===== config.mk =====
export PLATFORM = sky130hd
export DESIGN_NAME = execute_stage
export DESIGN_NICKNAME = d
export VERILOG_FILES = /design/src/hw/exec_pkg.sv /design/src/hw/execute_stage.sv /design/src/hw/branch_control.sv /design/src/hw/reg_hilo.sv /design/src/hw/alu.sv
export VERILOG_INCLUDE_DIRS = /design/src /design/src/hw
export SDC_FILE = /design/constraint.sdc
export NUM_CORES = 2
export LEC_CHECK = 0
export BUFFER_PORTS_ARGS = -buffer_cell sky130_fd_sc_hd__buf_2
export CAP_MARGIN = 20
export CORE_UTILIZATION = 55
export DETAILED_ROUTE_END_ITERATION = 7
export PLACE_DENSITY_LB_ADDON = 0.12
export SLEW_MARGIN = 20
export SYNTH_ARGS = -nofsm -noshare
export SYNTH_HDL_FRONTEND = slang
export SYNTH_SLANG_ARGS = --single-unit

===== constraint.sdc =====
create_clock -name clk -period 12 [get_ports clk]
set_input_delay 0.6 -clock clk [delete_from_list [all_inputs] [get_ports clk]]
set_output_delay 0.6 -clock clk [all_outputs]
set_load 0.1 [all_outputs]

===== src/hw/exec_params.svh =====
`ifndef EXEC_PARAMS_SVH
`define EXEC_PARAMS_SVH

// datapath word width
`define WORD_W 32

// register number and exception code widths
`define REG_ADDR_W 5
`define EXCCODE_W 5

// arithmetic overflow
`define EXCCODE_OV 5'h0c

// one step per operand bit for mult and div
`define DIV_STEPS 32

`endif

===== src/hw/exec_pkg.sv =====
`include "exec_params.svh"

package exec_pkg;

    typedef logic [`WORD_W-1:0] word_t;
    typedef logic [`REG_ADDR_W-1:0] reg_addr_t;
    typedef logic [`EXCCODE_W-1:0] exccode_t;

    typedef enum logic [3:0] {
        alu_add,
        alu_sub,
        alu_slt,
        alu_sltu,
        alu_and,
        alu_or,
        alu_xor,
        alu_nor,
        alu_sll,
        alu_srl,
        alu_sra,
        alu_lui
    } alu_op_t;

    typedef enum logic [3:0] {
        hilo_none,
        hilo_mult,
        hilo_multu,
        hilo_div,
        hilo_divu,
        hilo_mthi,
        hilo_mtlo,
        hilo_mfhi,
        hilo_mflo
    } hilo_op_t;

    typedef enum logic [3:0] {
        br_none,
        br_beq,
        br_bne,
        br_bgez,
        br_bgtz,
        br_blez,
        br_bltz,
        br_j,
        br_jr
    } br_op_t;

    // source of the value written back
    typedef enum logic [1:0] {
        res_alu,
        res_hilo,
        res_rt
    } res_sel_t;

    typedef enum logic [1:0] {
        md_idle,
        md_mul_run,
        md_div_run
    } muldiv_state_t;

endpackage


===== src/hw/execute_stage.sv =====
`timescale 1ns/1ps
`include "exec_params.svh"

module execute_stage (
    input  logic                clk,
    input  logic                rst,
    input  logic                flush,
    input  logic                ds_valid,
    output logic                es_allowin,
    input  exec_pkg::word_t     ds_pc,
    input  exec_pkg::word_t     ds_rs_value,
    input  exec_pkg::word_t     ds_rt_value,
    input  exec_pkg::word_t     ds_imm,
    input  logic [4:0]          ds_shamt,
    input  exec_pkg::alu_op_t   ds_alu_op,
    input  logic                ds_src2_is_imm,
    input  logic                ds_trap_ov,
    input  exec_pkg::hilo_op_t  ds_hi_lo_op,
    input  exec_pkg::res_sel_t  ds_res_sel,
    input  exec_pkg::br_op_t    ds_br_op,
    input  exec_pkg::word_t     ds_branch_target,
    input  exec_pkg::word_t     ds_jump_target,
    input  logic                ds_predict_taken,
    input  exec_pkg::word_t     ds_predict_target,
    input  exec_pkg::reg_addr_t ds_dest,
    input  logic                ds_rf_we,
    input  logic                ds_ex,
    input  exec_pkg::exccode_t  ds_exccode,
    input  logic                pms_allowin,
    output logic                es_to_valid,
    output exec_pkg::word_t     es_pc,
    output exec_pkg::word_t     es_result,
    output exec_pkg::reg_addr_t es_dest,
    output logic                es_rf_we,
    output logic                es_ex,
    output exec_pkg::exccode_t  es_exccode,
    output logic                br_valid,
    output logic                br_taken,
    output exec_pkg::word_t     br_target,
    output logic                br_predict_ok,
    output logic                fwd_valid,
    output exec_pkg::reg_addr_t fwd_dest,
    output exec_pkg::word_t     fwd_result
);
    import exec_pkg::*;

    logic es_valid;
    logic es_first;
    logic es_ready_go;

    // latched instruction
    word_t     pc_r;
    word_t     rs_value_r;
    word_t     rt_value_r;
    word_t     imm_r;
    logic [4:0] shamt_r;
    alu_op_t   alu_op_r;
    logic      src2_is_imm_r;
    logic      trap_ov_r;
    hilo_op_t  hi_lo_op_r;
    res_sel_t  res_sel_r;
    br_op_t    br_op_r;
    word_t     branch_target_r;
    word_t     jump_target_r;
    logic      predict_taken_r;
    word_t     predict_target_r;
    reg_addr_t dest_r;
    logic      rf_we_r;
    logic      ex_r;
    exccode_t  exccode_r;

    word_t alu_src2;
    word_t alu_result;
    logic  alu_ov;
    logic  hilo_write;
    logic  hilo_start;
    logic  hi_lo_ready;
    word_t hi_lo_result;
    word_t final_result;

    assign es_ready_go = es_valid && (hi_lo_op_r == hilo_none || hi_lo_ready);
    assign es_allowin  = !es_valid || (es_ready_go && pms_allowin);
    assign es_to_valid = es_ready_go;

    always_ff @(posedge clk) begin
        if (rst || flush) begin
            es_valid <= 1'b0;
            es_first <= 1'b0;
        end else begin
            if (es_allowin) begin
                es_valid <= ds_valid;
            end
            // high only in the first cycle an instruction is held
            es_first <= es_allowin && ds_valid;
        end
    end

    always_ff @(posedge clk) begin
        if (ds_valid && es_allowin) begin
            pc_r             <= ds_pc;
            rs_value_r       <= ds_rs_value;
            rt_value_r       <= ds_rt_value;
            imm_r            <= ds_imm;
            shamt_r          <= ds_shamt;
            alu_op_r         <= ds_alu_op;
            src2_is_imm_r    <= ds_src2_is_imm;
            trap_ov_r        <= ds_trap_ov;
            hi_lo_op_r       <= ds_hi_lo_op;
            res_sel_r        <= ds_res_sel;
            br_op_r          <= ds_br_op;
            branch_target_r  <= ds_branch_target;
            jump_target_r    <= ds_jump_target;
            predict_taken_r  <= ds_predict_taken;
            predict_target_r <= ds_predict_target;
            dest_r           <= ds_dest;
            rf_we_r          <= ds_rf_we;
            ex_r             <= ds_ex;
            exccode_r        <= ds_exccode;
        end
    end

    assign alu_src2 = src2_is_imm_r ? imm_r : rt_value_r;

    alu u_alu (
        .alu_op  (alu_op_r),
        .src1    (rs_value_r),
        .src2    (alu_src2),
        .shamt   (shamt_r),
        .trap_ov (trap_ov_r),
        .result  (alu_result),
        .ov      (alu_ov)
    );

    // ops that change HI or LO
    assign hilo_write = (hi_lo_op_r == hilo_mult) || (hi_lo_op_r == hilo_multu)
                     || (hi_lo_op_r == hilo_div)  || (hi_lo_op_r == hilo_divu)
                     || (hi_lo_op_r == hilo_mthi) || (hi_lo_op_r == hilo_mtlo);

    // a faulting instruction must leave HI and LO alone
    assign hilo_start = es_valid && es_first && hilo_write && !es_ex;

    reg_hilo u_reg_hilo (
        .clk          (clk),
        .rst          (rst),
        .flush        (flush),
        .start        (hilo_start),
        .hi_lo_op     (hi_lo_op_r),
        .src1         (rs_value_r),
        .src2         (rt_value_r),
        .hi_lo_ready  (hi_lo_ready),
        .hi_lo_result (hi_lo_result)
    );

    branch_control u_branch_control (
        .es_valid       (es_valid),
        .br_op          (br_op_r),
        .rs_value       (rs_value_r),
        .rt_value       (rt_value_r),
        .branch_target  (branch_target_r),
        .jump_target    (jump_target_r),
        .predict_taken  (predict_taken_r),
        .predict_target (predict_target_r),
        .br_taken       (br_taken),
        .br_target      (br_target),
        .predict_ok     (br_predict_ok)
    );

    assign br_valid = es_valid;

    always_comb begin
        case (res_sel_r)
            res_hilo: final_result = hi_lo_result;
            res_rt:   final_result = rt_value_r;
            default:  final_result = alu_result;
        endcase
    end

    // upstream exception wins over overflow
    assign es_ex = es_valid && (ex_r || alu_ov);
    always_comb begin
        if (!es_valid) begin
            es_exccode = '0;
        end else if (ex_r) begin
            es_exccode = exccode_r;
        end else if (alu_ov) begin
            es_exccode = `EXCCODE_OV;
        end else begin
            es_exccode = '0;
        end
    end

    assign es_pc     = pc_r;
    assign es_result = final_result;
    assign es_dest   = dest_r;
    assign es_rf_we  = es_valid && rf_we_r && !es_ex;

    // dest visible while held, result usable once ready to go
    assign fwd_valid  = es_to_valid;
    assign fwd_dest   = es_rf_we ? dest_r : '0;
    assign fwd_result = final_result;

endmodule


===== src/hw/branch_control.sv =====
`timescale 1ns/1ps
`include "exec_params.svh"

module branch_control (
    input  logic             es_valid,
    input  exec_pkg::br_op_t br_op,
    input  exec_pkg::word_t  rs_value,
    input  exec_pkg::word_t  rt_value,
    input  exec_pkg::word_t  branch_target,
    input  exec_pkg::word_t  jump_target,
    input  logic             predict_taken,
    input  exec_pkg::word_t  predict_target,
    output logic             br_taken,
    output exec_pkg::word_t  br_target,
    output logic             predict_ok
);
    import exec_pkg::*;

    logic rs_neg;
    logic rs_zero;
    logic rs_eq_rt;
    logic cond;

    assign rs_neg   = rs_value[`WORD_W-1];
    assign rs_zero  = (rs_value == '0);
    assign rs_eq_rt = (rs_value == rt_value);

    always_comb begin
        case (br_op)
            br_beq:  cond = rs_eq_rt;
            br_bne:  cond = !rs_eq_rt;
            br_bgez: cond = !rs_neg;
            br_bgtz: cond = !rs_neg && !rs_zero;
            br_blez: cond = rs_neg || rs_zero;
            br_bltz: cond = rs_neg;
            br_j:    cond = 1'b1;
            br_jr:   cond = 1'b1;
            default: cond = 1'b0;
        endcase
    end

    // non-branches resolve as not taken
    assign br_taken = es_valid && cond;

    always_comb begin
        case (br_op)
            br_jr:   br_target = rs_value;
            br_j:    br_target = jump_target;
            default: br_target = branch_target;
        endcase
    end

    // target only matters on a taken outcome
    assign predict_ok = (br_taken == predict_taken) && (!br_taken || br_target == predict_target);

endmodule


===== src/hw/reg_hilo.sv =====
`timescale 1ns/1ps
`include "exec_params.svh"

module reg_hilo (
    input  logic               clk,
    input  logic               rst,
    input  logic               flush,
    input  logic               start,
    input  exec_pkg::hilo_op_t hi_lo_op,
    input  exec_pkg::word_t    src1,
    input  exec_pkg::word_t    src2,
    output logic               hi_lo_ready,
    output exec_pkg::word_t    hi_lo_result
);
    import exec_pkg::*;

    localparam int W     = `WORD_W;
    localparam int CNT_W = $clog2(`DIV_STEPS);

    muldiv_state_t    state;
    logic [CNT_W-1:0] step;
    word_t            hi;
    word_t            lo;
    word_t            operand;
    logic [2*W-1:0]   acc;
    logic [2*W-1:0]   acc_next;
    logic [2*W-1:0]   product;
    logic             neg_lo;
    logic             neg_hi;
    logic             is_signed;
    logic             is_mul_op;
    logic             is_div_op;
    logic             div_zero;
    logic             last_step;
    word_t            src1_mag;
    word_t            src2_mag;
    logic [W:0]       mul_sum;
    logic [W:0]       rem_shift;
    logic [W:0]       rem_next;
    logic             div_ge;
    word_t            quo_fix;
    word_t            rem_fix;

    assign is_mul_op = (hi_lo_op == hilo_mult) || (hi_lo_op == hilo_multu);
    assign is_div_op = (hi_lo_op == hilo_div) || (hi_lo_op == hilo_divu);
    assign is_signed = (hi_lo_op == hilo_mult) || (hi_lo_op == hilo_div);
    assign div_zero  = (src2 == '0);
    assign last_step = (step == CNT_W'(`DIV_STEPS - 1));

    assign src1_mag = (is_signed && src1[W-1]) ? -src1 : src1;
    assign src2_mag = (is_signed && src2[W-1]) ? -src2 : src2;

    // low until the last iteration of a running op
    assign hi_lo_ready = (state == md_idle) ? !(start && (is_mul_op || (is_div_op && !div_zero)))
                                            : last_step;

    assign hi_lo_result = (hi_lo_op == hilo_mfhi) ? hi : lo;

    // shift-add step, multiplier bits leave at the bottom of acc
    assign mul_sum = {1'b0, acc[2*W-1:W]} + (acc[0] ? {1'b0, operand} : {(W+1){1'b0}});

    // restoring step, acc holds {remainder, dividend and quotient bits}
    assign rem_shift = acc[2*W-1:W-1];
    assign div_ge    = rem_shift >= {1'b0, operand};
    assign rem_next  = div_ge ? rem_shift - {1'b0, operand} : rem_shift;

    assign acc_next = (state == md_div_run) ? {rem_next[W-1:0], acc[W-2:0], div_ge}
                                            : {mul_sum, acc[W-1:1]};

    // sign fix on the final value
    assign product = neg_lo ? -acc_next : acc_next;
    assign quo_fix = neg_lo ? -acc_next[W-1:0] : acc_next[W-1:0];
    assign rem_fix = neg_hi ? -acc_next[2*W-1:W] : acc_next[2*W-1:W];

    always_ff @(posedge clk) begin
        if (rst) begin
            state <= md_idle;
            step  <= '0;
            hi    <= '0;
            lo    <= '0;
        end else if (flush) begin
            state <= md_idle;
            step  <= '0;
        end else begin
            case (state)
                md_idle: begin
                    step <= '0;
                    if (start) begin
                        if (hi_lo_op == hilo_mthi) begin
                            hi <= src1;
                        end else if (hi_lo_op == hilo_mtlo) begin
                            lo <= src1;
                        end else if (is_mul_op) begin
                            state <= md_mul_run;
                        end else if (is_div_op && !div_zero) begin
                            state <= md_div_run;
                        end
                    end
                end
                md_mul_run: begin
                    step <= step + 1'b1;
                    if (last_step) begin
                        state    <= md_idle;
                        {hi, lo} <= product;
                    end
                end
                md_div_run: begin
                    step <= step + 1'b1;
                    if (last_step) begin
                        state <= md_idle;
                        hi    <= rem_fix;
                        lo    <= quo_fix;
                    end
                end
                default: begin
                    state <= md_idle;
                end
            endcase
        end
    end

    // operand magnitudes and result signs captured at start
    always_ff @(posedge clk) begin
        if (state == md_idle && start) begin
            operand <= is_div_op ? src2_mag : src1_mag;
            acc     <= {{W{1'b0}}, (is_div_op ? src1_mag : src2_mag)};
            neg_lo  <= is_signed && (src1[W-1] ^ src2[W-1]);
            neg_hi  <= is_signed && src1[W-1];
        end else if (state != md_idle) begin
            acc <= acc_next;
        end
    end

endmodule


===== src/hw/alu.sv =====
`timescale 1ns/1ps
`include "exec_params.svh"

module alu (
    input  exec_pkg::alu_op_t alu_op,
    input  exec_pkg::word_t   src1,
    input  exec_pkg::word_t   src2,
    input  logic [4:0]        shamt,
    input  logic              trap_ov,
    output exec_pkg::word_t   result,
    output logic              ov
);
    import exec_pkg::*;

    localparam int MSB = `WORD_W - 1;

    word_t sum;
    word_t diff;
    logic  add_ov;
    logic  sub_ov;
    logic  lt_signed;
    logic  lt_unsigned;

    assign sum  = src1 + src2;
    assign diff = src1 - src2;

    // same-sign operands, result sign flipped
    assign add_ov = (src1[MSB] == src2[MSB]) && (sum[MSB] != src1[MSB]);
    // opposite-sign operands, result sign differs from src1
    assign sub_ov = (src1[MSB] != src2[MSB]) && (diff[MSB] != src1[MSB]);

    // sign of the difference, corrected when it wrapped
    assign lt_signed   = diff[MSB] ^ sub_ov;
    assign lt_unsigned = src1 < src2;

    always_comb begin
        case (alu_op)
            alu_add: begin
                result = sum;
            end
            alu_sub: begin
                result = diff;
            end
            alu_slt: begin
                result = {{MSB{1'b0}}, lt_signed};
            end
            alu_sltu: begin
                result = {{MSB{1'b0}}, lt_unsigned};
            end
            alu_and: begin
                result = src1 & src2;
            end
            alu_or: begin
                result = src1 | src2;
            end
            alu_xor: begin
                result = src1 ^ src2;
            end
            alu_nor: begin
                result = ~(src1 | src2);
            end
            // shifts act on the rt operand
            alu_sll: begin
                result = src2 << shamt;
            end
            alu_srl: begin
                result = src2 >> shamt;
            end
            alu_sra: begin
                result = word_t'($signed(src2) >>> shamt);
            end
            alu_lui: begin
                result = src2 << 16;
            end
            default: begin
                result = sum;
            end
        endcase
    end

    // addu and subu come with trap_ov clear
    assign ov = trap_ov && ((alu_op == alu_add && add_ov) || (alu_op == alu_sub && sub_ov));

endmodule


Word-level counts from Yosys, hierarchy flattened
Cells that the tools add are included.
{"block": "totals", "word_cells": 202, "register_bits": 429, "input_bits": 263}
{"block": "op_classes", "shifts": 3, "reduce_logical": 61, "n_eq_ne": 47, "n_mux": 42, "bitwise": 7, "order_cmp": 2, "addsub": 10}
{"cell": "32-bit 2-to-1 mux", "n": 21}
{"cell": "32-bit case mux with 11 select lines", "n": 1}
{"cell": "32-bit case mux with 3 select lines", "n": 2}
{"cell": "64-bit 2-to-1 mux", "n": 2}
{"cell": "32-bit negation", "n": 4}
{"cell": "32-bit case mux with 2 select lines", "n": 2}
{"cell": "32-bit == test", "n": 2}
{"cell": "32-bit zero test", "n": 2}
{"cell": "64-bit negation", "n": 1}
{"cell": "32-bit subtractor", "n": 2}
{"cell": "4-bit by 3-bit == test with 1-bit output, second input constant", "n": 12}
{"cell": "32-bit by 32-bit adder with 33-bit output", "n": 1}
{"cell": "33-bit by 32-bit >= comparator with 1-bit output", "n": 1}
{"cell": "32-bit adder", "n": 1}
{"cell": "32-bit AND", "n": 1}
{"cell": "32-bit less-than comparator", "n": 1}
{"cell": "32-bit inverter", "n": 1}
{"cell": "32-bit OR", "n": 1}
{"cell": "32-bit by 5-bit << shifter with 32-bit output", "n": 1}
{"cell": "32-bit by 5-bit >> shifter with 32-bit output", "n": 1}
{"cell": "32-bit by 5-bit >>> shifter with 32-bit output", "n": 1}
{"cell": "32-bit XOR", "n": 1}
{"cell": "4-bit by 2-bit == test with 1-bit output, second input constant", "n": 6}
{"cell": "1-bit logical AND", "n": 23}
{"cell": "other kinds (30)", "n": 81}

Logic depth before layout (Yosys ltp)
{"block": "logic_depth", "ltp_word": 19, "depth_mapped": 30, "depth_no_buf": 26}

Cells and area by module
A second synthesis with hierarchy kept.
{"block": "hier_totals", "hier_cells": 4234, "area_unflattened_um2": 37310.8}
{"mod": "reg_hilo", "area_per_inst_um2": 16539.6, "n_inst": 1, "cells_per_inst": 2138, "seq_area_each_um2": 4043.9}
{"mod": "alu", "area_per_inst_um2": 9930.8, "n_inst": 1, "cells_per_inst": 1388, "seq_area_each_um2": 0.0}
{"mod": "execute_stage", "area_per_inst_um2": 9250.1, "n_inst": 1, "cells_per_inst": 476, "seq_area_each_um2": 7787.5}
{"mod": "branch_control", "area_per_inst_um2": 1590.3, "n_inst": 1, "cells_per_inst": 232, "seq_area_each_um2": 0.0}

Worst setup path before layout
OpenSTA, ideal clock, no wires.
{"block": "synth_timing", "path_kind": "flip-flop to flip-flop", "start": "reg src2_is_imm_r", "end": "reg alu_op_r[0] (enable)", "setup_ns": 0.646, "path_buffers": 3, "synth_period_minus_slack_ns": 15.229, "t_arrival_ns": 14.583, "stages_incl_launch_ff": 30, "path_slack_ns": -3.229, "t_required_ns": 11.354, "path_cell_list": "edfxtp_1 clkbuf_1 clkbuf_1 buf_1 mux2i_1 inv_1 ha_1 o21ba_2 o21bai_1 a21oi_1 o21ai_0 a311oi_1 o41ai_1 a31oi_1 o21ai_0 a221o_1 o22ai_1 o21ba_2 nor3_1 nor2_1 o31ai_1 fa_1 xor2_1 a41o_1 a21oi_1 a21oi_1 a21o_1 a221oi_1 o21ai_0 and2_1"}
{"block": "synth_between", "elab_chain_len": 19, "elab_cells_between_ends": 25, "cone_classes": "2 x add/sub; 4 x eq/ne; 2 x mux; 17 x reduce/logical"}
{"item": "start, declared", "line_no": "execute_stage.sv:58", "text": "logic src2_is_imm_r;"}
{"item": "start signal, assigned", "line_no": "execute_stage.sv:106", "text": "src2_is_imm_r <= ds_src2_is_imm;"}
{"item": "32-bit 2-to-1 mux (*)", "line_no": "execute_stage.sv:122", "text": "assign alu_src2 = src2_is_imm_r ? imm_r : rt_value_r;"}
{"item": "32-bit adder or 32-bit subtractor (tied branches)", "line_no": "alu.sv:24, alu.sv:25"}
{"item": "1-bit inequality test, on equally long branches", "line_no": "alu.sv:28, alu.sv:30"}
{"item": "1-bit logical AND, on equally long branches", "line_no": "alu.sv:28, alu.sv:30"}
{"item": "1-bit logical AND", "line_no": "alu.sv:82", "text": "assign ov = trap_ov && ((alu_op == alu_add && add_ov) || (alu_op == alu_sub && sub_ov));"}
{"item": "1-bit logical OR (*)", "line_no": "alu.sv:82"}
{"item": "1-bit logical AND (*)", "line_no": "alu.sv:82"}
{"item": "1-bit logical OR (*)", "line_no": "execute_stage.sv:179", "text": "assign es_ex = es_valid && (ex_r || alu_ov);"}
{"item": "[4 not listed]"}
{"item": "1-bit zero test (*)", "line_no": "reg_hilo.sv:54", "text": "assign hi_lo_ready = (state == md_idle) ? !(start && (is_mul_op || (is_div_op && !div_zero)))"}
{"item": "1-bit 2-to-1 mux (*)", "line_no": "reg_hilo.sv:54"}
{"item": "1-bit logical OR (*)", "line_no": "execute_stage.sv:81", "text": "assign es_ready_go = es_valid && (hi_lo_op_r == hilo_none || hi_lo_ready);"}
{"item": "1-bit logical AND (*)", "line_no": "execute_stage.sv:81"}
{"item": "1-bit logical AND (*)", "line_no": "execute_stage.sv:82", "text": "assign es_allowin = !es_valid || (es_ready_go && pms_allowin);"}
{"item": "1-bit logical OR (*)", "line_no": "execute_stage.sv:82"}
{"item": "net es_allowin", "line_no": "execute_stage.sv:9", "text": "output logic es_allowin,"}
{"item": "1-bit logical AND (*)", "line_no": "execute_stage.sv:99", "text": "if (ds_valid && es_allowin) begin"}
{"item": "end signal, assigned", "line_no": "execute_stage.sv:105", "text": "alu_op_r <= ds_alu_op;"}
{"item": "end, declared", "line_no": "execute_stage.sv:57", "text": "alu_op_t alu_op_r;"}
The timed path passes the listed nets; every way through them passes the cells marked *.
A chain may end at the register's enable or synchronous reset.

Worst setup path in the final report
{"block": "layout_timing", "start": "reg src2_is_imm_r", "end": "out es_allowin"}
{"block": "layout_between", "elab_chain_len": 18, "elab_cells_between_ends": 24, "cone_classes": "2 x add/sub; 4 x eq/ne; 2 x mux; 16 x reduce/logical"}
{"item": "32-bit 2-to-1 mux (*)", "line_no": "execute_stage.sv:122"}
{"item": "32-bit adder or 32-bit subtractor (tied branches)", "line_no": "alu.sv:24, alu.sv:25"}
{"item": "1-bit inequality test, on equally long branches", "line_no": "alu.sv:28, alu.sv:30"}
{"item": "1-bit logical AND, on equally long branches", "line_no": "alu.sv:28, alu.sv:30"}
{"item": "1-bit logical AND", "line_no": "alu.sv:82"}
{"item": "1-bit logical OR (*)", "line_no": "alu.sv:82"}
{"item": "1-bit logical AND (*)", "line_no": "alu.sv:82"}
{"item": "1-bit logical OR (*)", "line_no": "execute_stage.sv:179"}
{"item": "[2 not listed]"}
{"item": "1-bit logical AND (*)", "line_no": "execute_stage.sv:140", "text": "assign hilo_start = es_valid && es_first && hilo_write && !es_ex;"}
{"item": "1-bit logical AND (*)", "line_no": "reg_hilo.sv:54"}
{"item": "1-bit zero test (*)", "line_no": "reg_hilo.sv:54"}
{"item": "1-bit 2-to-1 mux (*)", "line_no": "reg_hilo.sv:54"}
{"item": "1-bit logical OR (*)", "line_no": "execute_stage.sv:81"}
{"item": "1-bit logical AND (*)", "line_no": "execute_stage.sv:81"}
{"item": "1-bit logical AND (*)", "line_no": "execute_stage.sv:82"}
{"item": "1-bit logical OR (*)", "line_no": "execute_stage.sv:82"}
{"item": "end, declared", "line_no": "execute_stage.sv:9"}
Mark *: on every way between the ends. The rest lies on a longest branch, timed or not.

==> results.tsv <==
stage	metric	value	unit
setup_path	crit_path_end_kind	output pin	
detailed_routing	vias	35300	
logic_synthesis	synth_most_common_cell	nand2_1	
clocking	hold_buffers	0	
sta	grt_setup_unrepaired	no	
sta	setup_tns	0	ns
detailed_routing	route.met3.wl	21100	µm
detailed_routing	final_antenna_net_count	0	
layout	syn_to_final_growth	11.8	%
power	switching_share	40.5	%
detailed_routing	viasPerCell	6.73	
detailed_routing	wl	150000	µm
setup_path	path_max_fanout	34	
detailed_routing	wl_met1	58900	µm
clocking	cts.clk_slew.worst_paths	0.07	ns
logic_synthesis	synth.avg_cell_area	8.55	µm²
logic_synthesis	synth_fa_ha_area_share	7.09	%
logic_synthesis	synth_top_family_by_area	compound AO/OA/AOI/OAI gates	
logic_synthesis	ys_seq_area_share	33.3	%
logic_synthesis	synth_cells	4150	
sta	setup_viol_count_final	0	
power	total_power	5.26	mW
detailed_routing	first_iter_violations	5683	
detailed_routing	met2_length	62700	µm
hold_path	hold_class	primary input to flop	
setup_path	critPathLaunchType	flop	
logic_synthesis	synth_top_area_cell	edfxtp_1	
placement	place_hpwl	115000	µm
logic_synthesis	synth_ff_type	edfxtp_1	
sta	finalHoldViolCount	0	
grt	grt_use_total	44.2	%
clocking	cts_tree	built	
clocking	cts_max_level	2	
logic_synthesis	synth_cell_types	103	
logic_synthesis	synthesis.area	35500	µm²
die	fp.dieH	256	µm
clocking	cts.sinks	429	
logic_synthesis	synth_top_area_share	27.4	%
power	ir_drop	0.148	mV
detailed_routing	firstDrtPassIters	8	
grt	first_global_vias	32000	
die	io_pins	414	
placement	dp_slack	2.91	ns
clocking	cts.repair.resized	0	
logic_synthesis	synth.area.top_cells	edfxtp_1, ha_1, dfxtp_1, mux2i_1, xnor2_1	
die	die_w	256	µm
die	core	63400	µm²
logic_synthesis	synth_simple_gate_area_share	15.7	%
setup_path	cp_top_family	compound AO/OA/AOI/OAI gates	
outcome	outcome	finished, final reports clean	
die	design.die.area	65500	µm²
placement	gp_congestion	1.09	
setup_path	path_buf_inv	2	
clocking	clock-root-buffer	clkbuf_16	
sta	layout_setup_ws	2.38	ns
die	start_util	55.9	%
logic_synthesis	syn_nets	4611	
hold_path	whs_path_depth	1	
grt	grt_max_degree	103	
logic_synthesis	synthXorXnorAreaFrac	7.75	%
setup_path	path_class	flop to output pin	
grt	grt_pass1_wl	217000	µm
layout	drive_above_1_share	15.8	%
sta	finalMaxSlewViolations	0	
detailed_routing	top_layer	met5	
power	power.density	133	nW/µm²
power	p_comb_share	34.6	%
logic_synthesis	synth_compound_area_share	22.5	%
layout	finish.utilization	62.5	%
power	leakage	16.2	nW
job	maxCapViolCount	0	
setup_path	crit_path_top_delay_cell	edfxtp_1	
sta	max_slew_margin	23.4	%
setup_path	r2r.worst_path.cells	27	
sta	min_period	9.62	ns
clocking	cts_setup_buffers	0	
power	power.switching	2.13	mW
layout	largest_reg_flops	64	
setup_path	cpPeakStageDelay	0.80	ns
sta	period_share	80.2	%
grt	gr-total-overflow	0	
layout	instances_no_fill	5250	
logic_synthesis	synth_common_cells	nand2_1, o21ai_0, edfxtp_1	
clocking	clock_path_buffers	3	
logic_synthesis	synthMuxAreaShare	7.86	%
sta	worst_pin_slew	1.15	ns
die	std_cell_rows	92	
setup_path	critPathRequiredTime	11.40	ns
grt	antenna_found_initial	16	
layout	fill_cells	5610	
power	clockPowerShare	31.8	%
sta	skew	0.0390	ns
sta	max_freq	0.104	GHz
setup_path	cp.arrival	9.02	ns
placement	placed_cell_area	37800	µm²
logic_synthesis	synthArstFlopShare	0	%
layout	fin_nets	4818	
layout	fin_area	39600	µm²
sta	hold-worst-slack	0.113	ns
clocking	clk_latency	0.66	ns
clocking	cts_buffers	51	
placement	portBuffers	413	
layout	largest_register	u_reg_hilo.acc	
logic_synthesis	synth-seq-cells	429	
power	p_int	3.13	mW
placement	dp_cells	5149	
detailed_routing	wl_per_cell	28.6	µm
setup_path	path_depth	26	
logic_synthesis	synth-edff-count	324	
power	power_frac_seq	33.6	%
logic_synthesis	yosys_warnings	0	
detailed_routing	drcViolationCount	0	
[power groups by stage]
stage | clock (mW) | combinational [mW] | sequential (mW)
after global routing | 1.72 | 1.90 | 1.77
final | 1.68 | 1.82 | 1.77
after detailed placement | 0 | 1.76 | 1.79
after global placement | 0 | 1.76 | 1.79
after CTS | 1.67 | 1.77 | 1.76
after floorplan | 0 | 1.30 | 1.80
[per-layer routing]
| layer | global-route usage [%] | up-vias |
|---|---|---|
| met4 | 18.8 | 12 |
| met3 | 12.1 | 412 |
| li1 | - | 15600 |
| met2 | 64.3 | 2642 |
| met1 | 61.5 | 16700 |
| met5 | 0 | - |
[layout make-up]
cell class / instances / area (µm²) / share of cell area (%)
Antenna cell: 7 / 17.5 / 0.0442
Clock buffer: 60 / 1320 / 3.33
Clock inverter: 33 / 452 / 1.14
Inverter: 171 / 642 / 1.62
Multi-Input combinational cell: 3223 / 21700 / 54.8
Sequential cell: 429 / 11800 / 29.8
Tap cell: 846 / 1060 / 2.67
Timing Repair Buffer: 481 / 2600 / 6.56
[kinds of logic (layout without fill, tap and decap cells)]
kind of cell | after synthesis | after routing
AO/OA/AOI/OAI | 1246 | 1246
XOR/XNOR | 314 | 314
adder cells (fa/ha/maj) | 198 | 198
buffers and inverters | 498 | 745
flip-flops | 429 | 429
multiplexers | 257 | 257
other | 0 | 7
AND/OR/NAND/NOR | 1208 | 1208
[cells in the final DEF (no fill, tap or decap), types with 23 or more instances in the layout]
master     count
and2_1        54
mux2_2        52
buf_2        413
a21oi_1      295
inv_1        164
and3_1        28
xor2_1        94
nand4_1       45
buf_4         65
nor3_1        70
clkbuf_16     51
mux2i_1      193
a221oi_1      69
a211oi_1      79
nor4_1        35
ha_1         190
nor2b_1       24
o31ai_1       30
nand2_1      452
edfxtp_1     324
a21o_1        46
nand3_1       60
nor2_1       314
or3_1         27
xnor2_1      220
o211ai_1      23
a31oi_1       36
o21ai_0      356
a22oi_1       83
dfxtp_1      105
[worst reg2reg max path, cell delays in order, from the launching register on]
cell	delay [ns]
edfxtp_1	0.80
mux2i_1	0.68
ha_1	0.36
o21ba_2	0.20
o21bai_1	0.20
a21oi_1	0.14
o21ai_0	0.24
a311oi_1	0.25
o41ai_1	0.48
a31oi_1	0.31
o21ai_0	0.32
a221o_1	0.25
o22ai_1	0.20
o21ba_2	0.28
nor3_1	0.26
nor2_1	0.10
o31ai_1	0.26
fa_1	0.51
xor2_1	0.18
a41o_1	0.27
a21oi_1	0.55
a21oi_2	0.11
buf_4	0.30
a21o_1	0.23
a221oi_1	0.39
o21ai_1	0.18
and2_4	0.45
buf_12	0.41
[final timing paths]
| path | from | endpoint | slack [ns] |
|---|---|---|---|
| worst max-delay path | src2_is_imm_r | es_allowin | 2.38 |
| worst min-delay path | ds_pc[23] | es_pc[23] | 0.11 |
| worst max register to register | src2_is_imm_r | imm_r[15] | 2.61 |
| worst min register to register | u_reg_hilo.hi[31] | u_reg_hilo.hi[31] | 0.47 |
(Power assumes the default switching activity.)
